--- src/svm_op_pkg.sv ---
// opcode type sent from the controller to the array elements
`default_nettype none

package svm_op_pkg;

    // PE_INIT starts a cell from the upstream sum
    // PE_ACC keeps adding into the own sum
    typedef enum logic [1:0] {
        PE_HOLD = 2'd0,
        PE_INIT = 2'd1,
        PE_ACC  = 2'd2
    } pe_op_t;

endpackage

`default_nettype wire

--- src/svm_geom_pkg.sv ---
// frame, window, fixed-point and coefficient RAM geometry constants
`default_nettype none

package svm_geom_pkg;

    // fixed point format of features and coefficients
    localparam int FEA_I = 4;
    localparam int FEA_F = 8;
    localparam int FEA_W = FEA_I + FEA_F;

    // features per cell, one RAM word each
    localparam int N_FEA  = 4;
    localparam int ADDR_W = 2;

    // window size in cells
    localparam int WIN_ROW = 3;
    localparam int WIN_COL = 2;
    localparam int N_COEF  = WIN_ROW * WIN_COL;
    localparam int RAM_DW  = N_COEF * FEA_W;

    // frame size in cells
    localparam int IMG_W = 6;
    localparam int IMG_H = 4;
    localparam int COL_W = $clog2(IMG_W);
    localparam int ROW_W = $clog2(IMG_H);

    // row-end sums wait this many cells for the next window row
    localparam int BUF_DEPTH = IMG_W - WIN_COL;

    // windows per frame and width of the window index
    localparam int N_WIN = (IMG_W - WIN_COL + 1) * (IMG_H - WIN_ROW + 1);
    localparam int SW_W  = 4;

endpackage

`default_nettype wire
--- src/svm_top.sv ---
// top level: coefficient RAM, controller and element array
`timescale 1ns/1ns
`default_nettype none

module svm_top
    import svm_geom_pkg::*, svm_op_pkg::*;
(
    input  wire logic               clk,
    input  wire logic               rst,

    // coefficient RAM host port
    input  wire logic [ADDR_W-1:0]  i_addr_a,
    input  wire logic               i_we_a,
    input  wire logic [RAM_DW-1:0]  i_wdata_a,
    output logic      [RAM_DW-1:0]  o_rdata_a,

    // bias
    input  wire logic [FEA_W-1:0]   i_bias,
    input  wire logic               i_bias_load,

    // feature stream
    input  wire logic               i_valid,
    input  wire logic [FEA_W-1:0]   i_fea,

    // window results
    output logic                    o_valid,
    output logic [SW_W-1:0]         o_sw_id,
    output logic [FEA_W-1:0]        o_result,
    output logic                    o_is_person
);

    logic [ADDR_W-1:0] addr_b;
    logic [RAM_DW-1:0] coef_word;
    pe_op_t            op;
    logic              buf_shift;

    svm_coef_ram u_coef_ram (
        .clk       (clk),
        .i_addr_a  (i_addr_a),
        .i_we_a    (i_we_a),
        .i_wdata_a (i_wdata_a),
        .o_rdata_a (o_rdata_a),
        .i_addr_b  (addr_b),
        .o_rdata_b (coef_word)
    );

    svm_ctrl u_ctrl (
        .clk         (clk),
        .rst         (rst),
        .i_valid     (i_valid),
        .o_addr_b    (addr_b),
        .o_op        (op),
        .o_buf_shift (buf_shift),
        .o_valid     (o_valid),
        .o_sw_id     (o_sw_id)
    );

    svm_array u_array (
        .clk         (clk),
        .rst         (rst),
        .i_bias      (i_bias),
        .i_bias_load (i_bias_load),
        .i_fea       (i_fea),
        .i_coef_word (coef_word),
        .i_op        (op),
        .i_buf_shift (buf_shift),
        .o_result    (o_result),
        .o_is_person (o_is_person)
    );

endmodule

`default_nettype wire

--- src/svm_array.sv ---
// systolic element grid with bias register, feature stage and row buffers
`timescale 1ns/1ns
`default_nettype none

module svm_array
    import svm_geom_pkg::*, svm_op_pkg::*;
(
    input  wire logic               clk,
    input  wire logic               rst,

    // bias load
    input  wire logic [FEA_W-1:0]   i_bias,
    input  wire logic               i_bias_load,

    // feature and coefficients
    input  wire logic [FEA_W-1:0]   i_fea,
    input  wire logic [RAM_DW-1:0]  i_coef_word,

    // control from the controller
    input  wire pe_op_t             i_op,
    input  wire logic               i_buf_shift,

    // classification result
    output logic      [FEA_W-1:0]   o_result,
    output logic                    o_is_person
);

    logic [FEA_W-1:0] bias_r;
    logic [FEA_W-1:0] fea_r;

    logic [FEA_W-1:0] coef   [N_COEF];
    logic [FEA_W-1:0] pe_in  [N_COEF];
    logic [FEA_W-1:0] pe_sum [N_COEF];
    logic [FEA_W-1:0] buf_out[WIN_ROW-1];

    always_ff @(posedge clk) begin
        if (!rst) begin
            bias_r <= '0;
        end else if (i_bias_load) begin
            bias_r <= i_bias;
        end
    end

    // feature waits one cycle for the RAM read data
    always_ff @(posedge clk) begin
        fea_r <= i_fea;
    end

    genvar r, c;
    generate
        for (r = 0; r < WIN_ROW; r++) begin : g_row
            for (c = 0; c < WIN_COL; c++) begin : g_col
                localparam int IDX = r * WIN_COL + c;

                assign coef[IDX] = i_coef_word[IDX*FEA_W +: FEA_W];

                // row start takes the bias or the buffered sum of the row above
                if (c == 0 && r == 0) begin : g_bias
                    assign pe_in[IDX] = bias_r;
                end else if (c == 0) begin : g_buf
                    assign pe_in[IDX] = buf_out[r-1];
                end else begin : g_chain
                    assign pe_in[IDX] = pe_sum[IDX-1];
                end

                svm_pe u_pe (
                    .clk    (clk),
                    .rst    (rst),
                    .i_op   (i_op),
                    .i_fea  (fea_r),
                    .i_coef (coef[IDX]),
                    .i_data (pe_in[IDX]),
                    .o_data (pe_sum[IDX])
                );
            end
        end

        // row-end sums of all but the last row
        for (r = 0; r < WIN_ROW - 1; r++) begin : g_buf_row
            svm_row_buf u_row_buf (
                .clk     (clk),
                .rst     (rst),
                .i_shift (i_buf_shift),
                .i_data  (pe_sum[r*WIN_COL + WIN_COL - 1]),
                .o_data  (buf_out[r])
            );
        end
    endgenerate

    // negative sum means no person
    assign o_result    = pe_sum[N_COEF-1];
    assign o_is_person = ~pe_sum[N_COEF-1][FEA_W-1];

endmodule

`default_nettype wire

--- src/svm_row_buf.sv ---
// delay line carrying row-end partial sums to the next window row
`timescale 1ns/1ns
`default_nettype none

module svm_row_buf
    import svm_geom_pkg::*;
(
    input  wire logic              clk,
    input  wire logic              rst,
    // one shift per cell
    input  wire logic              i_shift,
    input  wire logic [FEA_W-1:0]  i_data,
    output logic      [FEA_W-1:0]  o_data
);

    logic [FEA_W-1:0] stage [BUF_DEPTH];

    always_ff @(posedge clk) begin
        if (!rst) begin
            for (int i = 0; i < BUF_DEPTH; i++) begin
                stage[i] <= '0;
            end
        end else if (i_shift) begin
            stage[0] <= i_data;
            for (int i = 1; i < BUF_DEPTH; i++) begin
                stage[i] <= stage[i-1];
            end
        end
    end

    // oldest sum is read by the next row on the same shift
    assign o_data = stage[BUF_DEPTH-1];

endmodule

`default_nettype wire

--- src/svm_pe.sv ---
// multiply-accumulate element with truncated fixed-point product
`timescale 1ns/1ns
`default_nettype none

module svm_pe
    import svm_geom_pkg::*, svm_op_pkg::*;
(
    input  wire logic              clk,
    input  wire logic              rst,
    input  wire pe_op_t            i_op,
    input  wire logic [FEA_W-1:0]  i_fea,
    input  wire logic [FEA_W-1:0]  i_coef,
    // upstream partial sum
    input  wire logic [FEA_W-1:0]  i_data,
    output logic      [FEA_W-1:0]  o_data
);

    logic signed [2*FEA_W-1:0] prod;
    logic        [FEA_W-1:0]   prod_t;

    // full width signed product
    assign prod = $signed(i_fea) * $signed(i_coef);

    // arithmetic shift by FEA_F keeping the low FEA_W bits
    assign prod_t = prod[FEA_F +: FEA_W];

    // sums wrap modulo 2^FEA_W
    always_ff @(posedge clk) begin
        if (!rst) begin
            o_data <= '0;
        end else begin
            case (i_op)
                PE_INIT: o_data <= i_data + prod_t;
                PE_ACC:  o_data <= o_data + prod_t;
                default: o_data <= o_data;
            endcase
        end
    end

endmodule

`default_nettype wire

--- src/svm_ctrl.sv ---
// stream controller: feature, column and row counters, opcodes and window strobe
`timescale 1ns/1ns
`default_nettype none

module svm_ctrl
    import svm_geom_pkg::*, svm_op_pkg::*;
(
    input  wire logic              clk,
    input  wire logic              rst,
    input  wire logic              i_valid,

    // coefficient fetch address
    output logic [ADDR_W-1:0]      o_addr_b,

    // array control
    output pe_op_t                 o_op,
    output logic                   o_buf_shift,

    // window strobe and index
    output logic                   o_valid,
    output logic [SW_W-1:0]        o_sw_id
);

    logic [ADDR_W-1:0] fea_cnt;
    logic [COL_W-1:0]  col_cnt;
    logic [ROW_W-1:0]  row_cnt;

    logic last_fea;
    logic last_col;
    logic last_row;
    logic win_done;
    logic win_p1;

    assign last_fea = (fea_cnt == ADDR_W'(N_FEA - 1));
    assign last_col = (col_cnt == COL_W'(IMG_W - 1));
    assign last_row = (row_cnt == ROW_W'(IMG_H - 1));

    // bottom-right cell of a window that lies fully inside the frame
    assign win_done = i_valid && last_fea
                   && (col_cnt >= COL_W'(WIN_COL - 1))
                   && (row_cnt >= ROW_W'(WIN_ROW - 1));

    // RAM read starts in the same cycle as the feature
    assign o_addr_b = fea_cnt;

    // position in the frame
    always_ff @(posedge clk) begin
        if (!rst) begin
            fea_cnt <= '0;
            col_cnt <= '0;
            row_cnt <= '0;
        end else if (i_valid) begin
            fea_cnt <= last_fea ? '0 : fea_cnt + 1'b1;
            if (last_fea) begin
                col_cnt <= last_col ? '0 : col_cnt + 1'b1;
                if (last_col) begin
                    row_cnt <= last_row ? '0 : row_cnt + 1'b1;
                end
            end
        end
    end

    // opcode and buffer shift line up with the registered feature
    always_ff @(posedge clk) begin
        if (!rst) begin
            o_op        <= PE_HOLD;
            o_buf_shift <= 1'b0;
        end else begin
            if (!i_valid) begin
                o_op <= PE_HOLD;
            end else if (fea_cnt == '0) begin
                o_op <= PE_INIT;
            end else begin
                o_op <= PE_ACC;
            end
            o_buf_shift <= i_valid && (fea_cnt == '0);
        end
    end

    // second stage matches the accumulator update of the last feature
    always_ff @(posedge clk) begin
        if (!rst) begin
            win_p1  <= 1'b0;
            o_valid <= 1'b0;
        end else begin
            win_p1  <= win_done;
            o_valid <= win_p1;
        end
    end

    // window index steps after each emitted window, wraps at frame end
    always_ff @(posedge clk) begin
        if (!rst) begin
            o_sw_id <= '0;
        end else if (o_valid) begin
            o_sw_id <= (o_sw_id == SW_W'(N_WIN - 1)) ? '0 : o_sw_id + 1'b1;
        end
    end

endmodule

`default_nettype wire

--- src/svm_coef_ram.sv ---
// dual-port coefficient RAM, host read/write on port a, read-only port b
`timescale 1ns/1ns
`default_nettype none

module svm_coef_ram
    import svm_geom_pkg::*;
(
    input  wire logic                clk,

    // host port
    input  wire logic [ADDR_W-1:0]   i_addr_a,
    input  wire logic                i_we_a,
    input  wire logic [RAM_DW-1:0]   i_wdata_a,
    output logic      [RAM_DW-1:0]   o_rdata_a,

    // coefficient fetch port
    input  wire logic [ADDR_W-1:0]   i_addr_b,
    output logic      [RAM_DW-1:0]   o_rdata_b
);

    // one word per feature index, all window coefficients side by side
    logic [RAM_DW-1:0] mem [N_FEA];

    // port a returns the old data on a write cycle
    always_ff @(posedge clk) begin
        if (i_we_a) begin
            mem[i_addr_a] <= i_wdata_a;
        end
        o_rdata_a <= mem[i_addr_a];
    end

    // port b
    always_ff @(posedge clk) begin
        o_rdata_b <= mem[i_addr_b];
    end

endmodule

`default_nettype wire

--- config.mk ---
export PLATFORM = sky130hd
export DESIGN_NAME = svm_top
export DESIGN_NICKNAME = d
export VERILOG_FILES = /design/src/svm_op_pkg.sv /design/src/svm_geom_pkg.sv /design/src/svm_top.sv /design/src/svm_array.sv /design/src/svm_row_buf.sv /design/src/svm_pe.sv /design/src/svm_ctrl.sv /design/src/svm_coef_ram.sv
export SDC_FILE = /design/constraint.sdc
export NUM_CORES = 2
export LEC_CHECK = 0
export BUFFER_PORTS_ARGS = -buffer_cell sky130_fd_sc_hd__clkbuf_2
export CAP_MARGIN = 20
export CORE_MARGIN = 2
export CORE_UTILIZATION = 30
export CTS_CLUSTER_DIAMETER = 80
export DETAILED_ROUTE_END_ITERATION = 16
export HOLD_SLACK_MARGIN = 0.15
export SYNTH_ARGS = -nofsm -noshare
export SYNTH_HDL_FRONTEND = slang
export SYNTH_HIERARCHICAL = 1
export SYNTH_SLANG_ARGS = --single-unit
--- constraint.sdc ---
create_clock -name clk -period 8.7 [get_ports clk]
set_input_delay 1.305 -clock clk [delete_from_list [all_inputs] [get_ports clk]]
set_output_delay 1.305 -clock clk [all_outputs]
set_load 0.05 [all_outputs]
==> flow_summary_export.csv <==
group,metric,value,unit
job,drv_cap,0,
clocking,cts_tree,"built",
detailed_routing,dr.pass1.iters,5,
floorplanning,fp.dieW,427,um
detailed_routing,drc_errors,0,
hold_path,whs_path_depth,1,
critical_path,critPathLaunchType,"flop",
layout,mostFrequentLayoutCell,"inv_1",
clocking,clkLatencyLatePin,0.71,ns
synth,synth_warnings,6,
floorplanning,die_y,427,um
synth,ys_seq_area_share,31.1,%
synth,synth_top_area_cell,"fa_1",
timing,fin_skew,0.0495,ns
layout,nets,5972,
critical_path,worstSetupEndpointType,"flop",
timing,rsz0062_at_grt,"false",
timing,slew_violations,0,
layout,drive_gt1_share,12.9,%
synth,syn_inst,4769,
timing,period_needed,7.17,ns
grt,track_usage,14.5,%
synth,synth_flop_cell,"edfxtp_1",
clocking,cts_buffer_depth,3,
grt,grt_max_degree,171,
detailed_routing,drt_iter0_drc,1692,
clocking,cts_max_level,3,
synth,synth_fp_nets,5884,
hold_path,hp-class,"flop to flop",
critical_path,critical_path_class,"flop to flop",
timing,relSlewSlack,28.6,%
timing,setup_viol,0,
status,outcome,"finished, final reports clean",
floorplanning,row_count,155,
layout,mostFrequentLayoutCells,"inv_1, fa_1, nand2_1, edfxtp_1, and2_1",
detailed_routing,routed-via-count,33600,
place,gp_routability_congestion,0.833,
clocking,tritoncts_num_sinks,640,
critical_path,reg2reg_to,"u_array/g_row[1].g_col[1].u_pe/o_data[11]$_SDFFE_PN0P_",
detailed_routing,via_per_inst,4.62,
floorplanning,core_area,0.178,mm2
clocking,clock-root-buffer,"clkbuf_16",
clocking,cts_buffers,78,
synth,synth-seq-cells,640,
synth,ys_types,83,
synth,yosysTopAreaCellShare,25.1,%
clocking,cts_setup_buffers,0,
clocking,cts.clk_slew.worst_paths,0.07,ns
timing,finalSetupTns,0,ns
critical_path,r2r_cells,23,
floorplanning,io_pins,193,
timing,tightest_slew,1.07,ns
clocking,cts_hold_buf,0,
grt,gr-total-overflow,0,
timing,max_freq,139,MHz
critical_path,worst_ep_required_time,9.26,ns
clocking,cts_resized,0,
synth,synthArstFlopShare,0,%
floorplanning,dieArea,0.182,mm2
detailed_routing,wl,127000,um
grt,grt_pass1_wl,205000,um
synth,synth_edf_count,384,
critical_path,worstPathArrival,7.73,ns
critical_path,crit_start,"u_array/fea_r[6]$_DFF_P_",
critical_path,reg2reg_from,"u_array/fea_r[6]$_DFF_P_",
synth,synth.top_cells.by_area,"fa_1, edfxtp_1, dfxtp_1, ha_1, inv_1",
detailed_routing,drtAntennaViolNets,0,
critical_path,cp_max_fo,26,
place,io_buffers,192,
grt,grt_pass1_vias,36900,
critical_path,reg2reg_slack,1.53,ns
synth,synth_area,0.0536,mm2
place,dp_hpwl,95100,um
floorplanning,initial_core_util,30.1,%
grt,grt_antenna_before_repair,11,
layout,area_delta_synth_final,11.2,%
timing,finalHoldViolations,0,
synth,syn_avg_cell_area,11.2,um2
timing,period_share,82.4,%
detailed_routing,wire_per_inst,17.5,um
critical_path,endpoint,"u_array/g_row[1].g_col[1].u_pe/o_data[11]$_SDFFE_PN0P_",
-- through the flow --
step | hold WS, ns | util, % | std cells | worst slack [ns] | cell area [um2]
after global routing | 0.471 | 33.5 | 7282 | 1.12 | 59600
after floorplan | 0.412 | - | 4769 | 1.19 | 53600
after global placement | 0.444 | 31.9 | 7130 | 1.66 | 56900
after CTS | 0.458 | 33.4 | 7276 | 1.55 | 59500
after detailed placement | 0.445 | 31.9 | 7130 | 1.62 | 56900
final | 0.449 | 33.5 | 7282 | 1.53 | 59600
-- worst min path at each step --
| stage | to | slack, ns | start |
|---|---|---|---|
| floorplan | u_ctrl/o_valid$_SDFF_PN0_ | 0.41 | u_ctrl/win_p1$_SDFF_PN0_ |
| global placement | u_ctrl/o_valid$_SDFF_PN0_ | 0.44 | u_ctrl/win_p1$_SDFF_PN0_ |
| detailed placement | u_ctrl/o_valid$_SDFF_PN0_ | 0.44 | u_ctrl/win_p1$_SDFF_PN0_ |
| CTS | u_ctrl/o_valid$_SDFF_PN0_ | 0.46 | u_ctrl/win_p1$_SDFF_PN0_ |
| global route | u_ctrl/o_valid$_SDFF_PN0_ | 0.47 | u_ctrl/win_p1$_SDFF_PN0_ |
| finish | u_ctrl/o_valid$_SDFF_PN0_ | 0.45 | u_ctrl/win_p1$_SDFF_PN0_ |
-- final cells by class --
class	instances	area [um2]
timing repair buffer	228	1390
clock buffer	95	2080
sequential	640	16700
inverter	866	3250
antenna	4	10.0
multi-input combinational	3043	32600
clock inverter	51	577
fill	17900	118000
tap	2355	2950
-- synth_stat cells, drive strengths merged, types with 7 or more instances --
cell type and count:
a21oi 91, nand3b 9, o21a 21, or3 7, clkbuf 156, and3 114, o21bai 20, o21ai 77
xnor2 159, a31oi 10, inv 866, ha 340, nand2 509, a21o 31, mux4 144, nor2 88
fa 672, nand3 21, buf 64, dfxtp 256, and2 374, nor2b 45, nor3 25, o211ai 19
a21boi 7, a211o 10, nand2b 33, xor2 38, edfxtp 384, mux2i 35, mux2 66
-- worst max-delay path: stages, from the launching register on --
cell	delay [ns]
dfxtp_2	0.82
buf_4	0.41
nand2_1	0.13
fa_1	0.48
fa_1	0.52
fa_1	0.55
inv_1	0.05
fa_1	0.48
inv_1	0.05
fa_1	0.47
inv_1	0.04
ha_1	0.19
or3_1	0.38
o22ai_2	0.27
nor2_1	0.09
a21o_2	0.23
xor2_1	0.14
ha_1	0.32
o21ai_0	0.14
o21bai_2	0.17
a2bb2oi_1	0.31
a31o_4	0.19
xnor3_1	0.36
o211a_1	0.21
-- flip-flops by register name (all words and copies together), names as in the netlist, 3 cells and up --
name,cells
u_array/bias_r,12
u_array/fea_r,12
u_array/g_buf_row.u_row_buf/stage,96
u_array/g_row.g_col.u_pe/o_data,72
u_coef_ram/mem,288
u_coef_ram/o_rdata_a,72
u_coef_ram/o_rdata_b,72
u_ctrl/col_cnt,3
u_ctrl/o_sw_id,4
-- layer usage --
metal / GRT usage [%] / wire, um
met2: 26.5 / 67300
met5: 0 / 13
met3: 1.84 / 4270
met4: 4.88 / 3790
met1: 17.4 / 52100
-- cells by family (layout without fill, tap and decap cells) --
logic type	count (synthesis)	count (layout)	share of synthesized area [%]
AO/OA/AOI/OAI	329	329	4.31
XOR/XNOR	204	204	3.52
adder cells (fa/ha/maj)	1012	1012	33.0
buffers and inverters	1086	1240	8.03
flip-flops	640	640	31.1
multiplexers	245	245	8.09
other	0	4	0
AND/OR/NAND/NOR	1253	1253	11.9
Power is not shown: default switching activity piles up to over one toggle a cycle in this logic, so the estimate is an artifact.
